**src/hw/csrPkg.sv**
```systemverilog
/*
 * Machine-mode CSR unit definitions
 * Addresses, cause codes, privilege and CSR operation types
 */

package csrPkg;

  ////////////////////////////////
  // Privilege and CSR operations
  ////////////////////////////////

  typedef enum logic [1:0] {
    U = 2'b00,                             // User mode
    M = 2'b11                              // Machine mode
  } privModeT;

  typedef enum logic [1:0] {
    NONE = 2'b00,
    RW   = 2'b01,                          // Swap
    RS   = 2'b10,                          // Set bits
    RC   = 2'b11                           // Clear bits
  } csrOpT;

  typedef logic [11:0] csrAdrT;
  typedef logic [3:0]  causeT;

  // Machine CSR addresses
  localparam csrAdrT MSTATUS  = 12'h300;
  localparam csrAdrT MISA     = 12'h301;
  localparam csrAdrT MIE      = 12'h304;
  localparam csrAdrT MTVEC    = 12'h305;
  localparam csrAdrT MSCRATCH = 12'h340;
  localparam csrAdrT MEPC     = 12'h341;
  localparam csrAdrT MCAUSE   = 12'h342;
  localparam csrAdrT MTVAL    = 12'h343;
  localparam csrAdrT MIP      = 12'h344;
  localparam csrAdrT MHARTID  = 12'hF14;   // Read-only range

  ////////////////////////////////
  // Exception cause codes
  ////////////////////////////////

  localparam causeT INSTR_MISALIGNED   = 4'd0;
  localparam causeT INSTR_ACCESS_FAULT = 4'd1;
  localparam causeT ILLEGAL_INSTR      = 4'd2;
  localparam causeT BREAKPOINT         = 4'd3;
  localparam causeT LOAD_MISALIGNED    = 4'd4;
  localparam causeT LOAD_ACCESS_FAULT  = 4'd5;
  localparam causeT STORE_MISALIGNED   = 4'd6;
  localparam causeT STORE_ACCESS_FAULT = 4'd7;
  localparam causeT INSTR_PAGE_FAULT   = 4'd12;
  localparam causeT LOAD_PAGE_FAULT    = 4'd13;
  localparam causeT STORE_PAGE_FAULT   = 4'd15;

  // Interrupt bit positions in mip and mie
  localparam int MSI = 3;
  localparam int MTI = 7;
  localparam int MEI = 11;

  // mstatus field positions
  localparam int MSTATUS_MIE_POS  = 3;
  localparam int MSTATUS_MPIE_POS = 7;
  localparam int MSTATUS_MPP_POS  = 11;    // Two bits, 12:11

  // misa extension field: I, M and U
  localparam logic [25:0] MISA_EXT = 26'h0101100;

endpackage

```
**src/hw/csrAccessIf.sv**
```systemverilog
/*
 * CSR access channel
 * Decoded address and write data out, read data and legality back
 */

`timescale 1ns/10ps

interface csrAccessIf import csrPkg::*; #(
  parameter int XLEN = 32
) ();

  csrAdrT          adr;                    // CSR address from InstrM[31:20]
  logic [XLEN-1:0] writeVal;               // Result of read-modify-write
  logic            writeEn;                // Write at next rising clk
  logic [XLEN-1:0] readVal;                // Current register value
  logic            adrValid;               // Address exists
  logic            readOnly;               // Address may not be written

  // Access stage side
  modport stage (
    output adr,
    output writeVal,
    output writeEn,
    input  readVal,
    input  adrValid,
    input  readOnly
  );

  // Register file side
  modport file (
    input  adr,
    input  writeVal,
    input  writeEn,
    output readVal,
    output adrValid,
    output readOnly
  );

endinterface

```
**src/hw/csrAccessStage.sv**
```systemverilog
/*
 * CSR access stage
 * Decodes CSRRW/CSRRS/CSRRC, forms the write value, checks legality
 * and registers the read value for writeback
 */

`timescale 1ns/10ps

module csrAccessStage import csrPkg::*; #(
  parameter int XLEN = 32
) (
  input  logic            clk,
  input  logic            arstN,
  input  logic [31:0]     InstrM,          // CSR instruction in memory stage
  input  logic [XLEN-1:0] SrcAM,           // rs1 value
  input  logic            CSRReadM,
  input  logic            CSRWriteM,
  input  logic            InstrValidM,
  input  logic            StallW,
  input  logic            FlushW,
  input  privModeT        PrivilegeModeW,
  csrAccessIf.stage       acc,
  output logic            IllegalCSRAccessM,
  output logic [XLEN-1:0] CSRReadValW
);

  csrOpT           op;
  logic [XLEN-1:0] srcVal;
  logic            insufficientPriv;
  logic            writeReadOnly;
  logic            writePermitted;
  logic            instrLive;

  ////////////////////////////////
  // Decode and read-modify-write
  ////////////////////////////////

  assign acc.adr = InstrM[31:20];
  assign op      = csrOpT'(InstrM[13:12]);   // funct3[1:0]

  // funct3[2] picks the 5-bit immediate in the rs1 field
  assign srcVal = InstrM[14] ? XLEN'(InstrM[19:15]) : SrcAM;

  always_comb begin
    case (op)
      RW:      acc.writeVal = srcVal;
      RS:      acc.writeVal = acc.readVal | srcVal;
      RC:      acc.writeVal = acc.readVal & ~srcVal;
      default: acc.writeVal = acc.readVal;   // Not a CSR op, no change
    endcase
  end

  ////////////////////////////////
  // Legality
  ////////////////////////////////

  // Bits 9:8 give the lowest privilege allowed
  assign insufficientPriv = (acc.adr[9:8] == 2'b11) && (PrivilegeModeW != M);

  assign writeReadOnly = CSRWriteM & acc.readOnly;

  // Unknown or privileged only counts on a read, read-only on a write
  assign IllegalCSRAccessM = ((~acc.adrValid | insufficientPriv) & CSRReadM) | writeReadOnly;

  assign writePermitted = acc.adrValid & ~insufficientPriv & ~acc.readOnly;

  // Only a valid instruction that is neither stalled nor flushed commits
  assign instrLive   = InstrValidM & ~StallW & ~FlushW;
  assign acc.writeEn = CSRWriteM & writePermitted & instrLive;

  ////////////////////////////////
  // Writeback read register
  ////////////////////////////////

  always_ff @(posedge clk or negedge arstN) begin
    if (!arstN) begin
      CSRReadValW <= '0;
    end else if (!StallW) begin             // Holds while stalled
      CSRReadValW <= FlushW ? '0 : acc.readVal;   // Old value, before the write
    end
  end

endmodule

```
**src/hw/csrUnit.sv**
```systemverilog
/*
 * Machine-mode CSR unit
 * Access stage feeding the CSR file and trap stage
 */

`timescale 1ns/10ps

module csrUnit import csrPkg::*; #(
  parameter int XLEN     = 32,
  parameter bit VECTORED = 1'b1
) (
  input  logic            clk,
  input  logic            arstN,
  input  logic            StallW,
  input  logic            FlushW,
  input  logic            InstrValidM,
  input  logic            CSRReadM,
  input  logic            CSRWriteM,
  input  logic            TrapM,
  input  logic            mretM,
  input  logic            InterruptM,
  input  logic            MTimerInt,       // Timer interrupt
  input  logic            MExtInt,         // External interrupt
  input  logic            MSwInt,          // Software interrupt
  input  logic [31:0]     InstrM,
  input  logic [XLEN-1:0] PCM,
  input  logic [XLEN-1:0] SrcAM,
  input  logic [XLEN-1:0] IEUAdrxTvalM,
  input  causeT           CauseM,
  input  privModeT        PrivilegeModeW,
  output logic [XLEN-1:0] CSRReadValW,
  output logic [XLEN-1:0] TrapVectorM,     // PC on trap entry
  output logic [XLEN-1:0] EPCM,            // PC on mret
  output logic            IllegalCSRAccessM,
  output logic            STATUS_MIE,
  output privModeT        STATUS_MPP,
  output logic [11:0]     MIP_REGW,
  output logic [11:0]     MIE_REGW
);

  logic [XLEN-1:0] mtvec, mepc;
  logic [XLEN-1:0] nextEpc, nextCause, nextTval;

  csrAccessIf #(.XLEN(XLEN)) accIf ();

  ////////////////////////////////
  // Stages
  ////////////////////////////////

  csrAccessStage #(.XLEN(XLEN)) accessStage_i (
    .clk, .arstN, .InstrM, .SrcAM, .CSRReadM, .CSRWriteM,
    .InstrValidM, .StallW, .FlushW, .PrivilegeModeW,
    .acc(accIf.stage),
    .IllegalCSRAccessM, .CSRReadValW
  );

  machineCsrFile #(.XLEN(XLEN)) csrFile_i (
    .clk, .arstN, .StallW, .TrapM, .mretM, .PrivilegeModeW,
    .MTimerInt, .MExtInt, .MSwInt,
    .nextEpc, .nextCause, .nextTval,
    .acc(accIf.file),
    .mtvec, .mepc, .STATUS_MIE, .STATUS_MPP, .MIP_REGW, .MIE_REGW
  );

  trapStage #(.XLEN(XLEN), .VECTORED(VECTORED)) trapStage_i (
    .TrapM, .InterruptM, .mretM, .CauseM, .PCM, .InstrM, .IEUAdrxTvalM,
    .mtvec, .mepc,
    .TrapVectorM, .EPCM, .nextEpc, .nextCause, .nextTval
  );

endmodule

```
**src/hw/machineCsrFile.sv**
```systemverilog
/*
 * Machine CSR file
 * mstatus, misa, mhartid, mtvec, mscratch, mepc, mcause, mtval, mie, mip
 * with read decode and trap/mret updates
 */

`timescale 1ns/10ps

module machineCsrFile import csrPkg::*; #(
  parameter int XLEN = 32
) (
  input  logic            clk,
  input  logic            arstN,
  input  logic            StallW,
  input  logic            TrapM,
  input  logic            mretM,
  input  privModeT        PrivilegeModeW,
  input  logic            MTimerInt,
  input  logic            MExtInt,
  input  logic            MSwInt,
  input  logic [XLEN-1:0] nextEpc,
  input  logic [XLEN-1:0] nextCause,
  input  logic [XLEN-1:0] nextTval,
  csrAccessIf.file        acc,
  output logic [XLEN-1:0] mtvec,
  output logic [XLEN-1:0] mepc,
  output logic            STATUS_MIE,
  output privModeT        STATUS_MPP,
  output logic [11:0]     MIP_REGW,
  output logic [11:0]     MIE_REGW
);

  localparam logic [1:0]  MXL      = (XLEN == 64) ? 2'd2 : 2'd1;
  localparam logic [11:0] IRQ_MASK = (12'd1 << MSI) | (12'd1 << MTI) | (12'd1 << MEI);

  logic            statusMpie;
  logic [XLEN-1:0] mscratch, mcause, mtval;
  logic [XLEN-1:0] mstatusVal, misaVal;
  logic            trapEn, retEn, csrWr;

  // Trap beats mret beats a CSR write, nothing moves while stalled
  assign trapEn = TrapM & ~StallW;
  assign retEn  = mretM & ~TrapM & ~StallW;
  assign csrWr  = acc.writeEn & ~trapEn & ~retEn;

  // Hardwired interrupt pending bits
  always_comb begin
    MIP_REGW      = '0;
    MIP_REGW[MSI] = MSwInt;
    MIP_REGW[MTI] = MTimerInt;
    MIP_REGW[MEI] = MExtInt;
  end

  ////////////////////////////////
  // mstatus
  ////////////////////////////////

  always_ff @(posedge clk or negedge arstN) begin
    if (!arstN) begin
      STATUS_MIE <= 1'b0;
      statusMpie <= 1'b0;
      STATUS_MPP <= U;
    end else if (trapEn) begin
      statusMpie <= STATUS_MIE;
      STATUS_MIE <= 1'b0;               // Interrupts off in handler
      STATUS_MPP <= PrivilegeModeW;
    end else if (retEn) begin
      STATUS_MIE <= statusMpie;
      statusMpie <= 1'b1;
      STATUS_MPP <= U;                  // Lowest supported mode
    end else if (csrWr && acc.adr == MSTATUS) begin
      STATUS_MIE <= acc.writeVal[MSTATUS_MIE_POS];
      statusMpie <= acc.writeVal[MSTATUS_MPIE_POS];
      // Only U and M exist, anything but 3 lands on U
      STATUS_MPP <= (acc.writeVal[MSTATUS_MPP_POS +: 2] == 2'b11) ? M : U;
    end
  end

  ////////////////////////////////
  // Trap registers and the rest
  ////////////////////////////////

  always_ff @(posedge clk or negedge arstN) begin
    if (!arstN) begin
      mepc     <= '0;
      mcause   <= '0;
      mtval    <= '0;
      mtvec    <= '0;
      mscratch <= '0;
      MIE_REGW <= '0;
    end else if (trapEn) begin
      mepc   <= nextEpc;                // Already word aligned
      mcause <= nextCause;
      mtval  <= nextTval;
    end else if (csrWr) begin
      case (acc.adr)
        MEPC:     mepc     <= {acc.writeVal[XLEN-1:2], 2'b00};
        MCAUSE:   mcause   <= {acc.writeVal[XLEN-1], {(XLEN-5){1'b0}}, acc.writeVal[3:0]};
        MTVAL:    mtval    <= acc.writeVal;
        MTVEC:    mtvec    <= {acc.writeVal[XLEN-1:2], 1'b0, acc.writeVal[0]};  // Mode 0 or 1
        MSCRATCH: mscratch <= acc.writeVal;
        MIE:      MIE_REGW <= acc.writeVal[11:0] & IRQ_MASK;
        default:  ;                     // mip, misa, mhartid ignore writes
      endcase
    end
  end

  ////////////////////////////////
  // Read decode
  ////////////////////////////////

  always_comb begin
    mstatusVal                            = '0;
    mstatusVal[MSTATUS_MIE_POS]           = STATUS_MIE;
    mstatusVal[MSTATUS_MPIE_POS]          = statusMpie;
    mstatusVal[MSTATUS_MPP_POS +: 2]      = STATUS_MPP;
  end

  assign misaVal = {MXL, {(XLEN-28){1'b0}}, MISA_EXT};

  always_comb begin
    acc.adrValid = 1'b1;
    acc.readVal  = '0;
    case (acc.adr)
      MSTATUS:  acc.readVal = mstatusVal;
      MISA:     acc.readVal = misaVal;
      MIE:      acc.readVal = XLEN'(MIE_REGW);
      MTVEC:    acc.readVal = mtvec;
      MSCRATCH: acc.readVal = mscratch;
      MEPC:     acc.readVal = mepc;
      MCAUSE:   acc.readVal = mcause;
      MTVAL:    acc.readVal = mtval;
      MIP:      acc.readVal = XLEN'(MIP_REGW);
      MHARTID:  acc.readVal = '0;        // Single hart
      default:  acc.adrValid = 1'b0;
    endcase
  end

  // Top address range plus misa
  assign acc.readOnly = (acc.adr[11:10] == 2'b11) || (acc.adr == MISA);

endmodule

```
**src/hw/trapStage.sv**
```systemverilog
/*
 * Trap stage
 * Trap vector, return PC and the mepc/mcause/mtval values for trap entry
 */

`timescale 1ns/10ps

module trapStage import csrPkg::*; #(
  parameter int XLEN     = 32,
  parameter bit VECTORED = 1'b1
) (
  input  logic            TrapM,
  input  logic            InterruptM,
  input  logic            mretM,
  input  causeT           CauseM,
  input  logic [XLEN-1:0] PCM,
  input  logic [31:0]     InstrM,
  input  logic [XLEN-1:0] IEUAdrxTvalM,    // Faulting load/store address
  input  logic [XLEN-1:0] mtvec,
  input  logic [XLEN-1:0] mepc,
  output logic [XLEN-1:0] TrapVectorM,
  output logic [XLEN-1:0] EPCM,
  output logic [XLEN-1:0] nextEpc,
  output logic [XLEN-1:0] nextCause,
  output logic [XLEN-1:0] nextTval
);

  logic [XLEN-1:0] faultTval;
  logic [XLEN-1:0] tvecBase;

  ////////////////////////////////
  // mtval selection
  ////////////////////////////////

  always_comb begin
    if (InterruptM) begin
      faultTval = '0;
    end else begin
      case (CauseM)
        INSTR_MISALIGNED, INSTR_ACCESS_FAULT,
        BREAKPOINT, INSTR_PAGE_FAULT:
          faultTval = PCM;
        ILLEGAL_INSTR:
          faultTval = XLEN'(InstrM);            // Offending instruction word
        LOAD_MISALIGNED, LOAD_ACCESS_FAULT, STORE_MISALIGNED,
        STORE_ACCESS_FAULT, LOAD_PAGE_FAULT, STORE_PAGE_FAULT:
          faultTval = IEUAdrxTvalM;
        default:
          faultTval = '0;                       // ecall and the rest
      endcase
    end
  end

  // Trap bus stays quiet between traps
  assign nextEpc   = TrapM ? {PCM[XLEN-1:2], 2'b00} : '0;
  assign nextCause = TrapM ? {InterruptM, {(XLEN-5){1'b0}}, CauseM} : '0;
  assign nextTval  = TrapM ? faultTval : '0;

  ////////////////////////////////
  // Trap vector
  ////////////////////////////////

  assign tvecBase = {mtvec[XLEN-1:2], 2'b00};

  generate
    if (VECTORED) begin : gVectored
      logic vectoredM;

      // Mode 1 and an interrupt, base is 64-byte aligned so cause is concatenated
      assign vectoredM   = InterruptM & (mtvec[1:0] == 2'b01);
      assign TrapVectorM = vectoredM ? {tvecBase[XLEN-1:6], CauseM, 2'b00} : tvecBase;
    end else begin : gDirect
      assign TrapVectorM = tvecBase;
    end
  endgenerate

  // Return target, a trap in the same cycle wins
  assign EPCM = (mretM & ~TrapM) ? mepc : '0;

endmodule

```
**config.mk**
```make
export PLATFORM = sky130hd
export DESIGN_NAME = csrUnit
export DESIGN_NICKNAME = d
export VERILOG_FILES = /design/src/hw/csrPkg.sv /design/src/hw/csrAccessIf.sv /design/src/hw/csrAccessStage.sv /design/src/hw/csrUnit.sv /design/src/hw/machineCsrFile.sv /design/src/hw/trapStage.sv
export SDC_FILE = /design/constraint.sdc
export NUM_CORES = 1
export LEC_CHECK = 0
export BUFFER_PORTS_ARGS = -buffer_cell sky130_fd_sc_hd__buf_2
export CORE_MARGIN = 1
export CORE_UTILIZATION = 34
export DETAILED_ROUTE_END_ITERATION = 12
export SYNTH_ARGS = -nofsm -noshare
export SYNTH_HDL_FRONTEND = slang
export SYNTH_SLANG_ARGS = --single-unit
```
**constraint.sdc**
```tcl
create_clock -name clk -period 2.11 [get_ports clk]
set_input_delay 0.1055 -clock clk [delete_from_list [all_inputs] [get_ports clk]]
set_output_delay 0.1055 -clock clk [all_outputs]
set_load 0.01 [all_outputs]
```
Yosys cells after proc, flatten, opt, wreduce, memory -nomap -nowiden. Index checks and enable logic that the tools add are counted.

Output and inout bits: 124. Bits in registers: 198. Bits in latches: 0. Logic and storage cells: 113. Memory bits (read-only): 0. Memories kept: 0. RAM bits: 0.

Add/sub/neg operators: 0. $mul: 0. Multiplexer cells: 31. Eq/ne operators: 27. Order comparisons: 0. Divide/modulo/power cells: 0. Bitwise logic cells: 27. Shift operators: 0. Reduce and logical (&&, ||, !) cells: 18.

Operators with widths (number): $mux W32 (16); $pmux W32 S9 (1); $pmux W32 S3 (2); $eq A12 B10 Y1 const B (9); $and A32 B32 Y32 (1); $not A32 Y32 (1); $or A32 B32 Y32 (1); $eq A4 B3 Y1 const B (4); $and A1 B1 Y1 (14); $eq A12 B12 Y1 const B (1); $eq A4 B4 Y1 const B (3); $eq A2 B2 Y1 const B (5); $reduce_or A10 Y1 (1); $reduce_and A3 Y1 (3); $eq A4 B2 Y1 const B (2); $mux W2 (4); $not A1 Y1 (8); $reduce_bool A2 Y1 (4); $mux W1 (7); $mux W6 (1); $reduce_and A2 Y1 (3); $reduce_or A6 Y1 (1); $eq A4 B1 Y1 const B (1); $logic_not A4 Y1 (1); other kinds (7) (9).

Longest topological paths before layout.
Depth after elaboration: 13. Gate-level depth with buffers: 10.

Cells and area by module. Synthesis repeated with hierarchy kept, for this count alone.

Cells, all modules: 1362. Area total of the unflattened synthesis: 13212.7 µm².

By module, submodules not included: machineCsrFile (area an instance 8871.0 µm², instances 1, cells an instance 810); csrAccessStage (area an instance 2672.6 µm², instances 1, cells an instance 330); trapStage (area an instance 1669.1 µm², instances 1, cells an instance 222).

Worst setup path before layout. No wires, ideal clock.

Path type: input to register. Start: in InstrM[23]. End: reg csrFile_i.mscratch[0]. Cell stages on the path: 8. Arrival: 1844 ps. Library setup time: 125 ps. Setup slack: 141 ps. Data required time: 1985 ps. Path buffers: 3. Path through: buf_6 -> or4b_4 -> o41ai_4 -> nor3_2 -> buf_6 -> nand3_2 -> buf_2 -> mux2_2.

Word-level cells in the longest chain between the ends: 10.

RTL lines: start: declaration (RTL line csrUnit.sv:25) `input logic [31:0] InstrM,`; $eq A12 B10 Y1 (tied with other cells) (RTL line machineCsrFile.sv:124) `case (acc.adr)`; $reduce_or A10 Y1 (no source line); $mux W1 (RTL line machineCsrFile.sv:124); $and A1 B1 Y1 (2 in a row) (RTL line csrAccessStage.sv:65) `assign writePermitted = acc.adrValid & ~insufficientPriv & ~acc.readOnly;`; $and A1 B1 Y1 (2 in a row) (RTL line csrAccessStage.sv:69) `assign acc.writeEn = CSRWriteM & writePermitted & instrLive;`; $and A1 B1 Y1 (2 in a row) (RTL line machineCsrFile.sv:44) `assign csrWr = acc.writeEn & ~trapEn & ~retEn;`; $reduce_and A3 Y1 (no source line); end signal: assignment (RTL line machineCsrFile.sv:101) `MSCRATCH: mscratch <= acc.writeVal;`; end: declaration (RTL line machineCsrFile.sv:37) `logic [XLEN-1:0] mscratch, mcause, mtval;`.

Several ways; a longest one is shown, not always the timed one. A chain may end at the register's enable or synchronous reset.

Worst setup path in the final report.
Start: reg csrFile_i.STATUS_MIE. End: reg csrFile_i.mcause[3].

Word-level cells in the longest chain between the ends: 6.

RTL lines: start: declaration (RTL line machineCsrFile.sv:27) `output logic STATUS_MIE,`; start signal: assignment (RTL line machineCsrFile.sv:68) `STATUS_MIE <= statusMpie;`; start signal: assignment (RTL line machineCsrFile.sv:72) `STATUS_MIE <= acc.writeVal[MSTATUS_MIE_POS];`; $pmux W32 S9 * (RTL line machineCsrFile.sv:124); $and A32 B32 Y32 or $or A32 B32 Y32 (tied branches) (RTL line csrAccessStage.sv:48, csrAccessStage.sv:47); $pmux W32 S3 * (RTL line csrAccessStage.sv:45) `case (op)`; $mux W32 * (RTL line machineCsrFile.sv:96) `case (acc.adr)`; $mux W32 * (RTL line machineCsrFile.sv:95) `end else if (csrWr) begin`; $mux W32 * (RTL line machineCsrFile.sv:91) `end else if (trapEn) begin`; end signal: assignment (RTL line machineCsrFile.sv:93) `mcause <= nextCause;`; end signal: assignment (RTL line machineCsrFile.sv:98) `MCAUSE: mcause <= {acc.writeVal[XLEN-1], {(XLEN-5){1'b0}}, acc.writeVal[3:0]};`; end: declaration (RTL line machineCsrFile.sv:37).

Mark *: on every way between the ends. The rest lies on a longest branch, timed or not. The select of a mux whose other input is x is not followed.

==> results <==
- For this block, the initial DRC count from the detailed router was 995.
- The sum of overflow across all layers after global routing is 0.
- The master cell of the clock root buffer is clkbuf_16.
- The largest single stage delay on the critical path is 470 ps.
- Across the run, the number of max-cap violations was 0.
- The post-synthesis adder-cell area fraction is 0%.
- The hold violation total from the final report is 0.
- Entering global routing, the biggest net connects 58 pins.
- The dominant cell type by count on the critical path is nor2_1.
- Setup total negative slack on the finished layout was measured at 0 ps.
- The launching point of the worst reg2reg path is csrFile_i.STATUS_MIE.
- The capture point of the worst reg-to-reg path is csrFile_i.mcause[3].
- Global routing consumed, over all layers together, 27.0% of the routing resources.
- The wire length per cell is 21.7 µm.
- The maximum achievable frequency is 0.515 GHz.
- The H-tree was split into 4 levels.
- The count of placed standard cells in the final layout, fillers left out is 1,893.
- The length of routed wiring on met1 is 17.9 mm.
- The number of antenna violations at the first check in global routing is 0.
- The initial cell density of the core is 34.5%.
- The clock reaches the later pin of the worst-skew pair after 440 ps.
- After detailed placement, the total cell area comes to 0.0126 mm².
- The placed wire-length estimate is 30.8 mm.
- The dominant cell by count in the synthesized netlist is nand2_1.
- Routed signal wires occupy layers up through met4.
- The worst setup path is launched from a flop.
- The portion of synthesized area spent on multiplexers is 5.58%.
- The path class of the tightest hold or removal check is input port to flop.
- Setup repair after global routing left no endpoint under its margin.
- The clock sink total is 169.
- The signal on the critical path passes through mux4_2 -> a32oi_1 -> nor2_1 -> o31ai_2 -> nor2_1 -> a211o_1.
- The total DRC errors in the routed layout is 0.
- For this run, asynchronously set or reset flops after synthesis account for 100%.
- Buffers inserted during clock tree synthesis total 17.
- The leading register cell type out of synthesis is dfrtp_1.
- For the pin with the worst max-slew slack, the measured transition is 605 ps.
- Detailed routing placed a total of 2.81 mm of wire on met3.
- The area growth from synthesis to layout is 32.4%.
- The synthesized design contains 0 enable-type register cells.
- Pin placement for this block handled 271 I/O pins.
- The average via count per standard cell is 5.38.
- The critical path is of the flop to flop type.
- The signal arrival time at the worst endpoint is 2260 ps.
- Summed over all cells, the static leakage comes to 6.38 nW.
- The post-layout utilization of the core is 45.7%.
- The share of the Yosys chip area taken by registers is 41.5%.
- After synthesis, the most frequently instantiated cells are nand2_1, dfrtp_1, o21ai_0.
- The cell taking the most area after synthesis is dfrtp_1.
- The maximum net fanout on the critical path is 4.
- The count of endpoints failing setup in the final report is 0.
- By area the synthesized netlist is led by dfrtp_1, nand2_1, o21ai_0.
- Summing the areas of all compound-gate instances in the mapped netlist gives 22.4% of the synthesized area.
- The worst-case reg-to-reg path depth is 6.
- The slowest stage of the critical path is the mux4_2 cell.
- The routed wire length is 41.1 mm.
- After synthesis, the largest area contributor takes up 41.5% of total cell area.
- TritonCTS built the clock tree.
- The count of different cell masters after synthesis is 74.
- The die covers 0.0307 mm².
- STA puts the critical path data required time at 2430 ps.
- The worst pin sits at a relative slew slack of 59.7%.
- After layout, the worst setup slack is 170 ps.
- The total of buffers placed on input and output ports is 248.
- Before CTS, the worst setup slack after placement is -108 ps.
- The final number of max-transition violations is 0.
- In the final layout, the share of cells above drive strength 1 is 32.1%.
- The final cell area excluding filler cells is 0.0135 mm².
- The die outline height is 175 µm.
- After Yosys synthesis, and, or, nand and nor cells account for 20.3% of the synthesized area.
- The element type at the critical path end is a flop.
- The number of vias after detailed routing is 10,190.
- The first-pass iteration count of the detailed router is 7.
- The run finished with clean final reports.
- VDD sags by at most 0.520 mV.
- After synthesis, the largest family of logic cells by area is compound AO/OA/AOI/OAI gates.
- The sum of internal, switching and leakage power is 8.19 mW.
- Clock-pin slew was measured on the worst setup and hold paths at 70 ps.
- The flop and latch count out of synthesis is 169.
- The synthesized netlist devotes 2.49% of its cell area to XOR and XNOR gates.
- In this run the horizontal extent of the chip is 175 µm.
- The number of buffers added for setup after CTS is 0.
- The clock tree skew after final layout is 9.03 ps.
- The post-synthesis area per instance is 8.78 µm².
- The synthesized area is 0.0102 mm².
- At the end of routability-driven placement, the weighted congestion stood at 0.949.
- Tracing the worst setup path back leads to its startpoint at csrFile_i.STATUS_MIE.
- The combined buffer and inverter count along the critical path is 0.
- The number of global-route vias before repair was 9,997.
- The first-pass GRT wire length is 61.4 mm.
- Setup slack on the worst reg-to-reg path comes out at 170 ps.
- In this design, the largest share of critical-path delay is due to compound AO/OA/AOI/OAI gates.
- The repair_antennas step left the layout with diodes totalling 0.
- The total number of placement rows is 63.
- The placeable core area is 0.0296 mm².
- The worst setup path endpoint is csrFile_i.mcause[3].
- The number of nets at the end of the flow is 1,637.
- The clock period could shrink to 1940 ps.
- In this run the number of cells on the critical path is 6.
- The part of the cycle the worst path needs is 91.9%.
- In this run the deepest clock path goes through 2 buffers.
- Yosys printed 0 warnings.
- The tightest hold path in the finished design has a slack of 37.9 ps.
- The cell area power density is 607 mW/mm².
- The length of routed met2 wiring is 19.2 mm.
- The number of placed instances, taps included, is 1,828.
- The post-synthesis instance total is 1,162.
- The final antenna-violating net count is 0.
[sequential cells by signal, summed over array words and instances (netlist names)]
signal,cells
csrFile_i.statusMpie,1
csrFile_i.mscratch,32
csrFile_i.MIE_REGW,3
csrFile_i.STATUS_MIE,1
csrFile_i.mtval,32
csrFile_i.mcause,5
csrFile_i.mtvec,31
accessStage_i.CSRReadValW,32
csrFile_i.STATUS_MPP,2
csrFile_i.mepc,30
[area by class of cell]
class / instances / area (µm²)
Timing Repair Buffer: 427 / 2860
Inverter: 4 / 15.0
Multi-Input combinational cell: 871 / 5310
Clock inverter: 11 / 136
Clock buffer: 21 / 460
Sequential cell: 169 / 4230
Tap cell: 390 / 488
Fill cell: 2929 / 16100
[worst min-delay path by stage]
| stage | from | endpoint | cells past startpoint | slack, ps |
|---|---|---|---|---|
| after floorplan | arstN | accessStage_i.CSRReadValW[0] | 0 | -190 |
| after CTS | PCM[8] | csrFile_i.mepc[8] | 3 | 6 |
| after global routing | PCM[8] | csrFile_i.mepc[8] | 3 | 20 |
| after detailed placement | arstN | csrFile_i.STATUS_MPP[1] | 1 | 120 |
| final | IEUAdrxTvalM[6] | csrFile_i.mtval[6] | 5 | 40 |
| after global placement | arstN | csrFile_i.STATUS_MPP[0] | 1 | 120 |
[power by group]
group / switching [mW] / internal (mW)
sequential: 0.114 / 3.39
clock: 1.44 / 1.83
combinational: 0.809 / 0.615
[worst reg2reg max path, delay by kind of cell (launching register included)]
| family | cells | cell delay (ps) |
|---|---|---|
| AOI/OAI and AO/OA | 3 | 810 |
| DFF | 1 | 380 |
| muxes | 1 | 470 |
| and+or+nand+nor | 2 | 170 |
[timing repair]
item | CTS | global route
gates resized for setup | 0 | 1
hold endpoints to repair | 84 | 0
hold buffers | 33 | 0
setup endpoints to repair | 0 | 4
[kinds of logic (layout without fill, tap and decap cells)]
group | Yosys count | count (layout)
AOI/OAI and AO/OA | 344 | 344
xor gates and xnor gates | 29 | 29
buffers and inverters | 143 | 463
DFF | 169 | 169
muxes | 50 | 50
other | 1 | 22
and+or+nand+nor | 426 | 426
[cell usage in the layout, fill, tap and decap left out, types with 23 or more instances in the layout]
| cell | n |
|---|---|
| mux2_2 | 25 |
| dfrtp_1 | 169 |
| a22o_1 | 25 |
| buf_4 | 131 |
| dlygate4sd3_1 | 33 |
| a21oi_1 | 42 |
| and2_1 | 38 |
| a22oi_1 | 23 |
| a222oi_1 | 32 |
| o21ai_0 | 150 |
| nor2b_1 | 48 |
| o211ai_1 | 23 |
| nand2_1 | 205 |
| xnor2_1 | 28 |
| nor2_1 | 54 |
| buf_2 | 247 |
[routing by layer]
layer,vias to the layer above,GRT usage (%)
met5,-,0
met4,0,9.38
met3,59,3.94
met2,463,43.8
met1,4960,36.7
li1,4708,-
Note: power is estimated with default switching activity, not from simulation.
